### src/common/encoder_defines.svh
`ifndef ENCODER_DEFINES_SVH
`define ENCODER_DEFINES_SVH

//////////////////////////////////////////////////
// Frame grouping and subframe structure
//////////////////////////////////////////////////

`define FRAMES_PER_TOKEN 2 // Frame pulses per token
`define NUM_SUBFRAMES 2
`define PARITY_SUBFRAME 0 // Only this subframe runs parity pitch

//////////////////////////////////////////////////
// Processing units
//////////////////////////////////////////////////

`define NUM_UNITS 14
`define STEP_WIDTH 6 // Width of the math-bus select

`define UNIT_AUTOCORR 0
`define UNIT_LAG 1 // Lag windowing
`define UNIT_LEVINSON 2
`define UNIT_AZ 3
`define UNIT_QUA_LSP 4
`define UNIT_WEIGHT_AZ 5
`define UNIT_PITCH_OL 6 // Open-loop pitch
`define UNIT_SYN_FILT 7
`define UNIT_PITCH_FR3 8 // Fractional pitch
`define UNIT_PARITY_PITCH 9
`define UNIT_PRED_LT3 10 // Long-term prediction
`define UNIT_G_PITCH 11
`define UNIT_ACELP 12 // Algebraic codebook
`define UNIT_QUA_GAIN 13

`endif
### src/common/encoderPkg.sv
package encoderPkg;

	`include "encoder_defines.svh"

	//////////////////////////////////////////////////
	// Vector types
	//////////////////////////////////////////////////

	// Code driven onto the shared math-bus select
	typedef logic [`STEP_WIDTH-1:0] stepCode_t;

	typedef logic [$clog2(`NUM_UNITS)-1:0] unitId_t; // Unit number

	typedef logic [`NUM_UNITS-1:0] unitMask_t; // One bit per unit

	//////////////////////////////////////////////////
	// State machines
	//////////////////////////////////////////////////

	// Frame gate, waiting for start or counting pulses
	typedef enum logic [0:0]
	{
		GATE_IDLE,
		GATE_COUNT
	} gateState_t;

	typedef enum logic [1:0]
	{
		SEQ_IDLE,   // Waiting for a frame token
		SEQ_ISSUE,  // Step offered to the dispatcher
		SEQ_WAIT,   // Step in flight
		SEQ_FINISH  // Pass complete
	} seqState_t;

	typedef enum logic [1:0]
	{
		DISP_READY, // Free for a step
		DISP_START, // Start pulse cycle
		DISP_BUSY   // Waiting on the unit
	} dispState_t;

endpackage

### src/common/stepIf.sv
`timescale 1ns/1ps

interface stepIf;

	import encoderPkg::*;

	logic stepValid;
	stepCode_t stepCode;
	unitId_t unitId;
	logic stepReady;
	logic stepDone; // One cycle when the unit finishes

	modport sequencer
	(
		output stepValid, stepCode, unitId,
		input stepReady, stepDone
	);

	modport dispatcher
	(
		input stepValid, stepCode, unitId,
		output stepReady, stepDone
	);

endinterface

### src/source/encoderControl.sv
`timescale 1ns/1ps

module encoderControl
(
	input logic clock,
	input logic reset,
	input logic start,
	input logic abort, // Division error
	input logic frameDone,
	input encoderPkg::unitMask_t unitDone,
	output encoderPkg::unitMask_t unitStart,
	output encoderPkg::stepCode_t mathMuxSel,
	output logic encodeDone
);

	logic frameValid;
	logic frameReady;

	stepIf steps();

	frameGate gate0
	(
		.clock(clock),
		.reset(reset),
		.start(start),
		.frameDone(frameDone),
		.frameValid(frameValid),
		.frameReady(frameReady)
	);

	stepSequencer seq0
	(
		.clock(clock),
		.reset(reset),
		.abort(abort),
		.frameValid(frameValid),
		.frameReady(frameReady),
		.steps(steps.sequencer),
		.encodeDone(encodeDone)
	);

	unitDispatcher disp0
	(
		.clock(clock),
		.reset(reset),
		.abort(abort),
		.steps(steps.dispatcher),
		.unitStart(unitStart),
		.unitDone(unitDone),
		.mathMuxSel(mathMuxSel)
	);

endmodule

### src/sequencer/unitDispatcher.sv
`timescale 1ns/1ps

module unitDispatcher
(
	input logic clock,
	input logic reset,
	input logic abort,
	stepIf.dispatcher steps,
	output encoderPkg::unitMask_t unitStart,
	input encoderPkg::unitMask_t unitDone,
	output encoderPkg::stepCode_t mathMuxSel
);

	import encoderPkg::*;

	dispState_t state;
	unitId_t activeUnit; // Unit of the step in flight
	logic accept;

	assign accept = steps.stepValid && steps.stepReady;

	//////////////////////////////////////////////////
	// Dispatch state machine
	//////////////////////////////////////////////////

	always_ff @(posedge clock)
	begin
		if (reset)
		begin
			state <= DISP_READY;
			mathMuxSel <= '0;
		end
		else if (abort)
			state <= DISP_READY;
		else
		begin
			case (state)
				DISP_READY:
				begin
					if (accept)
					begin
						state <= DISP_START;
						mathMuxSel <= steps.stepCode; // Held for the whole step
					end
				end
				DISP_START:
					state <= DISP_BUSY;
				DISP_BUSY:
				begin
					if (unitDone[activeUnit])
						state <= DISP_READY;
				end
				default:
					state <= DISP_READY;
			endcase
		end
	end

	always_ff @(posedge clock)
	begin
		if (accept)
			activeUnit <= steps.unitId;
	end

	//////////////////////////////////////////////////
	// Unit handshake
	//////////////////////////////////////////////////

	// One start bit for a single cycle
	assign unitStart = (state == DISP_START) ? (unitMask_t'(1) << activeUnit) : '0;

	assign steps.stepReady = (state == DISP_READY);
	assign steps.stepDone = (state == DISP_BUSY) && unitDone[activeUnit]; // Only the matching bit

endmodule

### src/sequencer/stepSequencer.sv
`timescale 1ns/1ps

`include "encoder_defines.svh"

module stepSequencer
(
	input logic clock,
	input logic reset,
	input logic abort,
	input logic frameValid,
	output logic frameReady,
	stepIf.sequencer steps,
	output logic encodeDone
);

	import encoderPkg::*;

	localparam int stepCount = 16; // Frame steps then subframe steps
	localparam int indexWidth = $clog2(stepCount);
	localparam int subWidth = $clog2(`NUM_SUBFRAMES);
	localparam logic [indexWidth-1:0] firstSubStep = 8;
	localparam logic [indexWidth-1:0] parityStep = 11;
	localparam logic [indexWidth-1:0] lastTableStep = indexWidth'(stepCount - 1);
	localparam logic [subWidth-1:0] lastSubframe = subWidth'(`NUM_SUBFRAMES - 1);
	localparam logic [subWidth-1:0] paritySubframe = subWidth'(`PARITY_SUBFRAME);

	seqState_t state;
	logic [indexWidth-1:0] stepIndex;
	logic [indexWidth-1:0] nextIndex;
	logic [subWidth-1:0] subframe;
	unitId_t tableUnit;
	logic lastStep;

	//////////////////////////////////////////////////
	// Step table, code is the table position
	//////////////////////////////////////////////////

	always_comb
	begin
		case (stepIndex)
			4'd0: tableUnit = unitId_t'(`UNIT_AUTOCORR);
			4'd1: tableUnit = unitId_t'(`UNIT_LAG);
			4'd2: tableUnit = unitId_t'(`UNIT_LEVINSON);
			4'd3: tableUnit = unitId_t'(`UNIT_AZ);
			4'd4: tableUnit = unitId_t'(`UNIT_QUA_LSP);
			4'd5: tableUnit = unitId_t'(`UNIT_WEIGHT_AZ); // First weighting pass
			4'd6: tableUnit = unitId_t'(`UNIT_WEIGHT_AZ); // Second weighting pass
			4'd7: tableUnit = unitId_t'(`UNIT_PITCH_OL);
			4'd8: tableUnit = unitId_t'(`UNIT_WEIGHT_AZ); // Subframe starts here
			4'd9: tableUnit = unitId_t'(`UNIT_SYN_FILT);
			4'd10: tableUnit = unitId_t'(`UNIT_PITCH_FR3);
			4'd11: tableUnit = unitId_t'(`UNIT_PARITY_PITCH);
			4'd12: tableUnit = unitId_t'(`UNIT_PRED_LT3);
			4'd13: tableUnit = unitId_t'(`UNIT_G_PITCH);
			4'd14: tableUnit = unitId_t'(`UNIT_ACELP);
			default: tableUnit = unitId_t'(`UNIT_QUA_GAIN); // Step 15
		endcase
	end

	always_comb
	begin
		nextIndex = stepIndex + 1'b1;
		if (nextIndex == parityStep && subframe != paritySubframe)
			nextIndex = parityStep + 1'b1; // No parity pitch in this subframe
	end

	assign lastStep = (stepIndex == lastTableStep) && (subframe == lastSubframe);

	//////////////////////////////////////////////////
	// Pass control
	//////////////////////////////////////////////////

	always_ff @(posedge clock)
	begin
		if (reset)
		begin
			state <= SEQ_IDLE;
			stepIndex <= '0;
			subframe <= '0;
		end
		else if (abort)
			state <= SEQ_IDLE; // Division error drops the pass
		else
		begin
			case (state)
				SEQ_IDLE:
				begin
					if (frameValid && frameReady)
					begin
						state <= SEQ_ISSUE;
						stepIndex <= '0;
						subframe <= '0;
					end
				end
				SEQ_ISSUE:
				begin
					if (steps.stepReady)
						state <= SEQ_WAIT;
				end
				SEQ_WAIT:
				begin
					if (steps.stepDone)
					begin
						if (lastStep)
							state <= SEQ_FINISH;
						else if (stepIndex == lastTableStep)
						begin
							subframe <= subframe + 1'b1; // Next subframe
							stepIndex <= firstSubStep;
							state <= SEQ_ISSUE;
						end
						else
						begin
							stepIndex <= nextIndex;
							state <= SEQ_ISSUE;
						end
					end
				end
				default:
					state <= SEQ_IDLE; // After SEQ_FINISH
			endcase
		end
	end

	assign frameReady = (state == SEQ_IDLE);
	assign encodeDone = (state == SEQ_FINISH);
	assign steps.stepValid = (state == SEQ_ISSUE);
	assign steps.stepCode = stepCode_t'(stepIndex);
	assign steps.unitId = tableUnit;

endmodule

### src/source/frameGate.sv
`timescale 1ns/1ps

`include "encoder_defines.svh"

module frameGate
(
	input logic clock,
	input logic reset,
	input logic start,
	input logic frameDone,
	output logic frameValid,
	input logic frameReady
);

	import encoderPkg::*;

	localparam int countWidth = $clog2(`FRAMES_PER_TOKEN + 1);
	localparam logic [countWidth-1:0] lastPulse = countWidth'(`FRAMES_PER_TOKEN - 1);

	gateState_t state;
	logic [countWidth-1:0] pulseCount; // Pulses toward the next token

	//////////////////////////////////////////////////
	// Pulse counting and token hold
	//////////////////////////////////////////////////

	always_ff @(posedge clock)
	begin
		if (reset)
		begin
			state <= GATE_IDLE;
			pulseCount <= '0;
			frameValid <= 1'b0;
		end
		else
		begin
			case (state)
				GATE_IDLE:
				begin
					if (start)
					begin
						state <= GATE_COUNT;
						pulseCount <= '0;
					end
				end
				GATE_COUNT:
				begin
					if (frameValid)
					begin
						// Token pending, pulses here are dropped
						if (frameReady)
							frameValid <= 1'b0; // Taken by the sequencer
					end
					else if (frameDone)
					begin
						if (pulseCount == lastPulse)
						begin
							frameValid <= 1'b1; // Offer a token
							pulseCount <= '0;
						end
						else
							pulseCount <= pulseCount + 1'b1;
					end
				end
				default:
					state <= GATE_IDLE;
			endcase
		end
	end

endmodule

### config.mk
export PLATFORM = sky130hd
export DESIGN_NAME = encoderControl
export DESIGN_NICKNAME = d
export VERILOG_FILES = /design/src/common/encoderPkg.sv /design/src/common/stepIf.sv /design/src/source/encoderControl.sv /design/src/sequencer/unitDispatcher.sv /design/src/sequencer/stepSequencer.sv /design/src/source/frameGate.sv
export VERILOG_INCLUDE_DIRS = /design/src /design/src/common
export SDC_FILE = /design/constraint.sdc
export NUM_CORES = 1
export LEC_CHECK = 0
export ABC_AREA = 0
export CAP_MARGIN = 20
export CORE_MARGIN = 2
export CORE_UTILIZATION = 40
export DETAILED_ROUTE_END_ITERATION = 8
export DONT_BUFFER_PORTS = 1
export SYNTH_ARGS = -nofsm -noshare
export SYNTH_HDL_FRONTEND = slang
export SYNTH_SLANG_ARGS = --single-unit
### constraint.sdc
create_clock -name clock -period 5.25 [get_ports clock]
set_input_delay 0.525 -clock clock [delete_from_list [all_inputs] [get_ports clock]]
set_output_delay 0.525 -clock clock [all_outputs]
set_load 0.005 [all_outputs]
=== Yosys cells after proc, flatten, opt, wreduce, memory -nomap -nowiden ===
Memories as Yosys holds them, arrays and structs flattened. A register that Yosys moved wholly into a read port is not among the register bits.
Index checks and enable logic that the tools add are counted.

* Add/sub/neg operators: 3
* Magnitude comparators: 1
* Equal/unequal tests: 18
* Shift operators: 1
* Multiplexer cells: 33
* Bitwise logic cells: 2
* Reductions and logical operators: 15

{| class="wikitable"
|+ Operator list
! kind !! number
|-
| $mux 2 || 10
|-
| $mux 4 || 5
|-
| $ne 2x2->1 const B || 8
|-
| $mux 14 || 1
|-
| $shl 1x4->14 const A || 1
|-
| $pmux 2 s3 || 2
|-
| $mux 1 || 11
|-
| $reduce_and 3->1 || 3
|-
| $eq 4x4->1 const B || 2
|-
| $pmux 4 s2 || 1
|-
| $eq 2x1->1 const B || 3
|-
| $eq 2x2->1 const B || 3
|-
| $reduce_and 6->1 || 1
|-
| $logic_and 1x1->1 || 5
|-
| $lt 4x5->1 const B || 1
|-
| $reduce_and 5->1 || 1
|-
| $add 4x1->4 const B || 1
|-
| $bmux 1 s4 || 1
|-
| $logic_not 2->1 || 2
|-
| $ne 2x1->1 const B || 2
|-
| $pmux 2 s2 || 1
|-
| $add 2x1->2 const B || 1
|-
| $not 1->1 || 2
|-
| $pmux 1 s2 || 1
|-
| other kinds (4) || 4
|}

* Register bits: 17
* ROM bits: 64
* Word-level logic and storage cells: 82
* Memories kept: 1

{| class="wikitable"
|+ Memory list
! memory !! words !! bits a word !! read ports !! clocked after memory_dff !! write ports !! RTL line !! RTL
|-
| (no name shown) || 16 || 4 || 1 || 1 || 0 || stepSequencer.sv:40 || <nowiki>case (stepIndex)</nowiki>
|}

=== Longest topological paths before layout ===
Gate-level depths: netlist of the first run.

* Depth in word-level cells: 8
* Depth in mapped cells: 8
* Depth with buffers taken out: 7

=== Hierarchy ===
From an unflattened synthesis of the first run, not the netlist that was laid out.

* Cell total of the unflattened synthesis: 172
* Area total of the unflattened synthesis: 1577.8 sq um

{| class="wikitable"
|+ Modules (own cells, without submodules)
! module !! times used !! cells each !! area each (sq um)
|-
| stepSequencer || 1 || 82 || 744.5
|-
| unitDispatcher || 1 || 72 || 675.6
|-
| frameGate || 1 || 18 || 157.7
|}

=== Worst setup path after synthesis of the first run ===
Ideal clock, no wire load.

* Path kind: input to register
* From: in abort
* To: reg seq0.stepIndex[0]
* Data arrival time: 1679 ps
* Required time: 5127 ps
* Setup slack: 3447 ps
* Stages: 5
* Path buffers: 0
* Cell sequence: or4b_4 > o211ai_2 > o2bb2ai_2 > a21oi_2 > mux2_1

* Word-level cells in the longest chain between the ends: 2

{| class="wikitable"
|+ Ends and longest elaborated chain
! item !! RTL line !! RTL
|-
| from (decl) || encoderControl.sv:8 || <nowiki>input logic abort,</nowiki>
|-
| $not 1->1 (no line) || n/a ||
|-
| $reduce_and 5->1 (no line) || n/a ||
|-
| to (signal assigned) || stepSequencer.sv:109 || <nowiki>stepIndex <= firstSubStep;</nowiki>
|-
| to (signal assigned) || stepSequencer.sv:114 || <nowiki>stepIndex <= nextIndex;</nowiki>
|-
| to (decl) || stepSequencer.sv:28 || <nowiki>logic [indexWidth-1:0] stepIndex;</nowiki>
|}

No other way between the ends.
A chain may end at the register's enable or synchronous reset.

=== Worst setup path after layout of the first run ===
* From: reg disp0.activeUnit[0]
* To: out unitStart[8]

* Word-level cells in the longest chain between the ends: 2

{| class="wikitable"
|+ Ends and longest elaborated chain
! item !! RTL line !! RTL
|-
| from (decl) || unitDispatcher.sv:17 || <nowiki>unitId_t activeUnit;</nowiki>
|-
| $shl 1x4->14 || unitDispatcher.sv:70 || <nowiki>assign unitStart = (state == DISP_START) ? (unitMask_t'(1) << activeUnit) : '0;</nowiki>
|-
| $mux 14 || unitDispatcher.sv:70 ||
|-
| to (decl) || encoderControl.sv:11 || <nowiki>output encoderPkg::unitMask_t unitStart,</nowiki>
|}

No other way between the ends.

==> results of run 1 <==
==> Yosys cell counts, types with 2 or more instances <==
cell | n | area share
nor2_1 | 33 | 0.084
dfxtp_1 | 17 | 0.23
nand2_1 | 12 | 0.030
inv_1 | 11 | 0.028
mux2i_1 | 10 | 0.068
clkbuf_1 | 8 | 0.020
a21oi_1 | 7 | 0.024
nor3_1 | 7 | 0.024
o21ai_0 | 7 | 0.024
ha_1 | 5 | 0.042
nand2b_1 | 5 | 0.021
edfxtp_1 | 4 | 0.081
nand3_1 | 4 | 0.014
nand3b_1 | 4 | 0.020
nor2b_1 | 4 | 0.017
buf_4 | 3 | 0.015
mux2_1 | 3 | 0.023
nand4_1 | 2 | 0.0085
o211ai_1 | 2 | 0.010
or2_2 | 2 | 0.0085
==> worst max path at each step <==
stage | from | endpoint | slack, ns | depth (start not counted)
6_report | disp0.activeUnit[0] | unitStart[8] | 3.26 | 2
3_3_place_gp | disp0.activeUnit[0] | seq0.stepIndex[1] | 3.35 | 5
2_1_floorplan | abort | seq0.stepIndex[0] | 3.45 | 5
5_1_grt | seq0.stepIndex[2] | seq0.stepIndex[0] | 3.16 | 6
3_5_place_dp | disp0.activeUnit[0] | seq0.stepIndex[0] | 3.29 | 5
4_1_cts | disp0.activeUnit[0] | unitStart[8] | 3.24 | 2
==> registers in the layout, indices dropped and copies added, names as in the netlist <==
register,flops
disp0.activeUnit,4
disp0.mathMuxSel,4
disp0.state,2
gate0.frameValid,1
gate0.pulseCount,2
gate0.state,1
seq0.state,2
seq0.stepIndex,4
seq0.subframe,1
==> cell type report <==
class,count,share of cell area
inverter,11,0.0272
tap,48,0.0395
clock buffer,4,0.0296
sequential,21,0.303
multi-input combinational,140,0.601
==> cell families (layout without fill, tap and decap cells) <==
family,count (synthesis),count (layout),synth area share
other,1,2,0.00253
DFF,21,21,0.311
and+or+nand+nor,81,81,0.271
AOI/OAI and AO/OA,39,39,0.208
buffers and inverters,24,15,0.0744
muxes,13,13,0.0904
adders and majority gates,5,5,0.0423
==> power groups by stage <==
stage	combinational (mW)	sequential (mW)	clock, mW
after global placement	0.0111	0.170	0
after floorplan	0.0131	0.169	0
after global routing	0.0129	0.167	0.116
after CTS	0.0117	0.166	0.110
final	0.0116	0.166	0.106
after detailed placement	0.0117	0.170	0
==> layer usage <==
layer  vias to the layer above  wire length [microns]
li1                        636                      -
met1                       587                   1450
met2                        42                   1450
met3                         4                    212
met4                         0                     39
met5                         -                      0
==> critical path, delay by kind of cell (launching register included) <==
kind | cells | cell delay [ns]
DFF | 1 | 0.56
and+or+nand+nor | 2 | 0.65
==> metrics by stage <==
stage / hold WS [ns] / util / total power [mW] / instances
2_1_floorplan: 0.424 / - / 0.183 / 185
3_3_place_gp: 0.440 / 0.409 / 0.181 / 220
6_report: 0.322 / 0.422 / 0.284 / 224
4_1_cts: 0.318 / 0.422 / 0.288 / 224
3_5_place_dp: 0.438 / 0.409 / 0.182 / 220
5_1_grt: 0.312 / 0.422 / 0.296 / 224
==> reports/results.txt, run 1 <==
P_int -> 0.224 mW
critical path arrival -> 1.47 ns
most used routing layer -> met2
Fmax -> 0.501 GHz
Final Max Tran Viols -> 0
Ports -> 40
pre-CTS setup slack -> 3.29 ns
gpl congestion -> 0.858
post-synth cell types -> 54
Worst-Skew Late Latency -> 0.26 ns
Post-Layout Inst Area -> 1520 sq um
ANT cells -> 0
GR Layer Usage met3 -> 0.0347
DRT Wirelength -> 3150 microns
core area -> 3610 sq um
Clock Tree Root -> clkbuf_8
Die X -> 64.8 microns
WHS Endpoint -> seq0.stepIndex[3]
First DRT Iteration DRCs -> 41
status -> finished clean
htree depth -> 1
placed inst area -> 1480 sq um
Net count, final -> 201
gr ovfl total -> 0
M2 GR Usage -> 0.262
CP Capture Type -> output port
Worst R2R Path Depth -> 6
vias -> 1269
Net Sw Frac -> 0.213
post-synthesis sequential area ratio -> 0.311
flop2flop setup slack -> 3.28 ns
register area -> 460 sq um
ANT nets after route -> 0
Lkg Pwr -> 0.511 nW
post-layout min period -> 1.99 ns
Comb pwr share -> 0.041
initial antenna violation count -> 0
postcts setup bufs -> 0
Crit Path Category -> flop to output port
power per cell area -> 187 nW/um^2
HPWL after detailed placement -> 2430 microns
post-synthesis cell area -> 1480 sq um
synthesized netlist cell count -> 184
post-CTS sizing -> 0
CP Launch Type -> flop
RSZ-0062 raised after global routing -> no
first-pass GRT wire length -> 5180 microns
largest stage delay on the critical path -> 0.56 ns
Sink Count -> 21
slew margin rel. -> 0.626
Post-synth ARST share -> 0
vias per inst -> 5.67
clock share of power -> 0.374
Synth warnings -> 0
area grow syn2layout -> 2.71%
DRC Markers -> 0
Critical Path Fanout Max -> 11
GR Util met1 -> 0.188
effective utilization at floorplan -> 0.410
wire length per cell after detailed routing -> 14.1 microns
DRT Pass-1 Iters -> 4
Synth Flop Type -> dfxtp_1
clk buf depth -> 2
vias in the first global route -> 1175
Slew @ Worst Pin -> 0.554 ns
worst hold path type -> primary input to flop
reg-to-reg endpoint -> seq0.stepIndex[1]
area occupied by multi-input gates -> 913 sq um
Post-synth EDFFs -> 4
Hold Crit Start -> reset
MaxCap Viol Count -> 0
Worst EP required -> 4.72 ns
FF+latch count, synth -> 21
clock skew -> 0.00153 ns
crit path cell chain -> or2_2 -> nor3_1
synthesized area per cell -> 8.04 sq um
number of cell rows -> 22
largest net degree at the start of global routing -> 18
Post-CTS Hold Fix Bufs -> 0
hold path depth -> 1
Sequential Power Share -> 0.585
commonest cells after routing, fill and taps aside -> 33 x nor2_1, 17 x dfxtp_1, 12 x nand2_1, 11 x inv_1, 10 x mux2i_1
final setup margin -> 3.26 ns
I/O Buffers -> 0
clock-pin transition on the worst setup and hold timing paths -> 0.07 ns
Die Ht -> 64.8 microns
CTS tree -> done
# setup viols final -> 0
Final Cycle Share -> 0.380
filler instances -> 376
worst r2r src -> seq0.stepIndex[2]
proportion of layout cells with a drive suffix above 1 -> 0.0625
Crit-path slowest cell -> edfxtp_1
Peak supply drop -> 110 uV
Sw Pwr -> 0.0605 mW
CTS Buf Count -> 3
die area -> 4200 sq um
Overall Global Routing Usage -> 0.154
most common library cell in the layout ignoring fill and taps -> nor2_1
sum of negative setup slack -> 0 ns
Fin. Hold Viols -> 0
Note: power is estimated with default switching activity, not from simulation.
==> inputs of run 2 (changes only) <==
Clock period 5.25 ns to 1.73 ns, I/O delays scaled along.
==> run 2 against run 1 <==
The run now ends with negative setup slack left. Via count grew 8.6%. Routed wire length grew 12%. Sequential share of layout area shrank 4.6 points.
==> reports/results.txt, run 2 (synthesis results as in run 1) <==
status -> finished, violations left
failing checks -> negative setup slack
Crit-path slowest cell -> edfxtp_1
Fmax -> 0.571 GHz
# setup viols final -> 2
Final Max Tran Viols -> 0
clock skew -> 0.000981 ns
CTS tree -> done
area grow syn2layout -> 21.2%
crit-path leading delay family -> flip-flops
Fin. Hold Viols -> 0
Worst EP required -> 1.87 ns
htree depth -> 1
M2 GR Usage -> 0.304
clk buf depth -> 2
core area -> 3610 sq um
DRT Wirelength -> 3550 microns
clock-pin transition on the worst setup and hold timing paths -> 0.07 ns
MaxCap Viol Count -> 0
effective utilization at floorplan -> 0.410
worst hold path type -> primary input to flop
GR Util met1 -> 0.197
largest net degree at the start of global routing -> 13
number of cell rows -> 22
Cell Count, Final, Fillers Out -> 249
CP Launch Type -> flop
final setup margin -> -0.0215 ns
vias per inst -> 5.53
first-pass GRT wire length -> 5710 microns
HPWL after detailed placement -> 2620 microns
gpl congestion -> 0.898
Lkg Pwr -> 0.650 nW
Clock Tree Root -> clkbuf_8
commonest cells after routing, fill and taps aside -> 33 x nor2_1, 22 x buf_4, 16 x dfxtp_1, 12 x nand2_1, 11 x inv_1
vias in the first global route -> 1295
Peak supply drop -> 391 uV
crit path buf inv count -> 1
Largest regs -> disp0.activeUnit (4), disp0.mathMuxSel (4), seq0.stepIndex (4)
Ports -> 40
Die Ht -> 64.8 microns
gr ovfl total -> 0
initial antenna violation count -> 0
Final Cycle Share -> 1.01
hold_ws -> 0.0595 ns
Critical Path Fanout Max -> 6
Crit Path Category -> flop to flop
die area -> 4200 sq um
Sink Count -> 21
register area -> 462 sq um
post-layout min period -> 1.75 ns
ANT nets after route -> 0
DRC Markers -> 0
largest stage delay on the critical path -> 0.50 ns
most used routing layer -> met2
wire length per cell after detailed routing -> 14.2 microns
crit path cell chain -> buf_6 -> mux2i_2 -> o211ai_2 -> o2bb2ai_4 -> a21oi_4 -> mux2_1
CTS Buf Count -> 3
placed cell count -> 242
Net count, final -> 226
proportion of layout cells with a drive suffix above 1 -> 0.224
filler instances -> 339
DRT Pass-1 Iters -> 4
Die X -> 64.8 microns
area occupied by multi-input gates -> 988 sq um
power per cell area -> 485 nW/um^2
Overall Global Routing Usage -> 0.171
GR Layer Usage met3 -> 0.0417
critical path arrival -> 1.89 ns
I/O Buffers -> 0
most common library cell in the layout ignoring fill and taps -> nor2_1
First DRT Iteration DRCs -> 34
vias -> 1378
CP Capture Type -> flop
ANT cells -> 0
Worst-Skew Late Latency -> 0.25 ns
RSZ-0062 raised after global routing -> yes
pre-CTS setup slack -> -0.0623 ns
-- run 2: cell count changes in the layout (fill, tap and decap cells not counted), moves of 2 or more --
| cell | change |
|---|---|
| dlygate4sd3_1 | +2 |
| mux2i_1 | -2 |
| mux2i_2 | +2 |
| buf_4 | +22 |
-- run 2: path summary, 6_finish.rpt --
check / start / to / slack [ns] / cells past startpoint
max: disp0.activeUnit[0] / seq0.stepIndex[1] / -0.02 / 6
min: start / gate0.state / 0.06 / 2
max reg2reg: disp0.activeUnit[0] / seq0.stepIndex[1] / -0.02 / 6
min reg2reg: gate0.pulseCount[1] / gate0.pulseCount[1] / 0.45 / 2
-- run 2: layer usage --
layer | vias to the layer above | wire (microns)
met1 | 643 | 1550
met4 | 0 | 30
met5 | - | 0
li1 | 684 | -
met2 | 47 | 1710
met3 | 4 | 255
-- run 2: cell type report --
cell class	count	area share
multi-input cells	140	0.551
flip-flops and latches	21	0.257
repair buffers	25	0.109
well taps	48	0.0335
clock buffers	3	0.0230
inverters	11	0.0230
clock inverters	1	0.00279
-- run 2: per-stage QoR --
stage	instance area, sq um	utilization	total power, mW	setup TNS (ns)
after floorplan	1480	-	0.554	0
after global placement	1640	0.455	0.553	-0.0174
after detailed placement	1640	0.455	0.555	-0.207
after CTS	1760	0.487	0.879	-0.00360
after global routing	1790	0.498	0.901	-0.171
final	1790	0.498	0.871	-0.0267
-- run 2: where the power goes --
part	total (mW)	switching (mW)	internal, mW
clock network	0.314	0.154	0.160
registers	0.504	0.00432	0.500
logic	0.0531	0.0286	0.0245
total	0.871	0.186	0.684
-- run 2: worst reg2reg max path: cells and delay by family (launching register included) --
kind / cells / cell delay [ns]
buf+inv: 1 / 0.18
flops: 1 / 0.50
compound gates: 3 / 0.46
mux: 2 / 0.50
-- run 2: repair_timing --
item	4_1_cts	5_1_grt
cloned	0	0
hold buffers	2	0
pin swaps	3	2
endpoints found under the setup margin	6	8
setup buffers	0	1
hold endpoints to repair	10	0
gates resized for setup	7	9
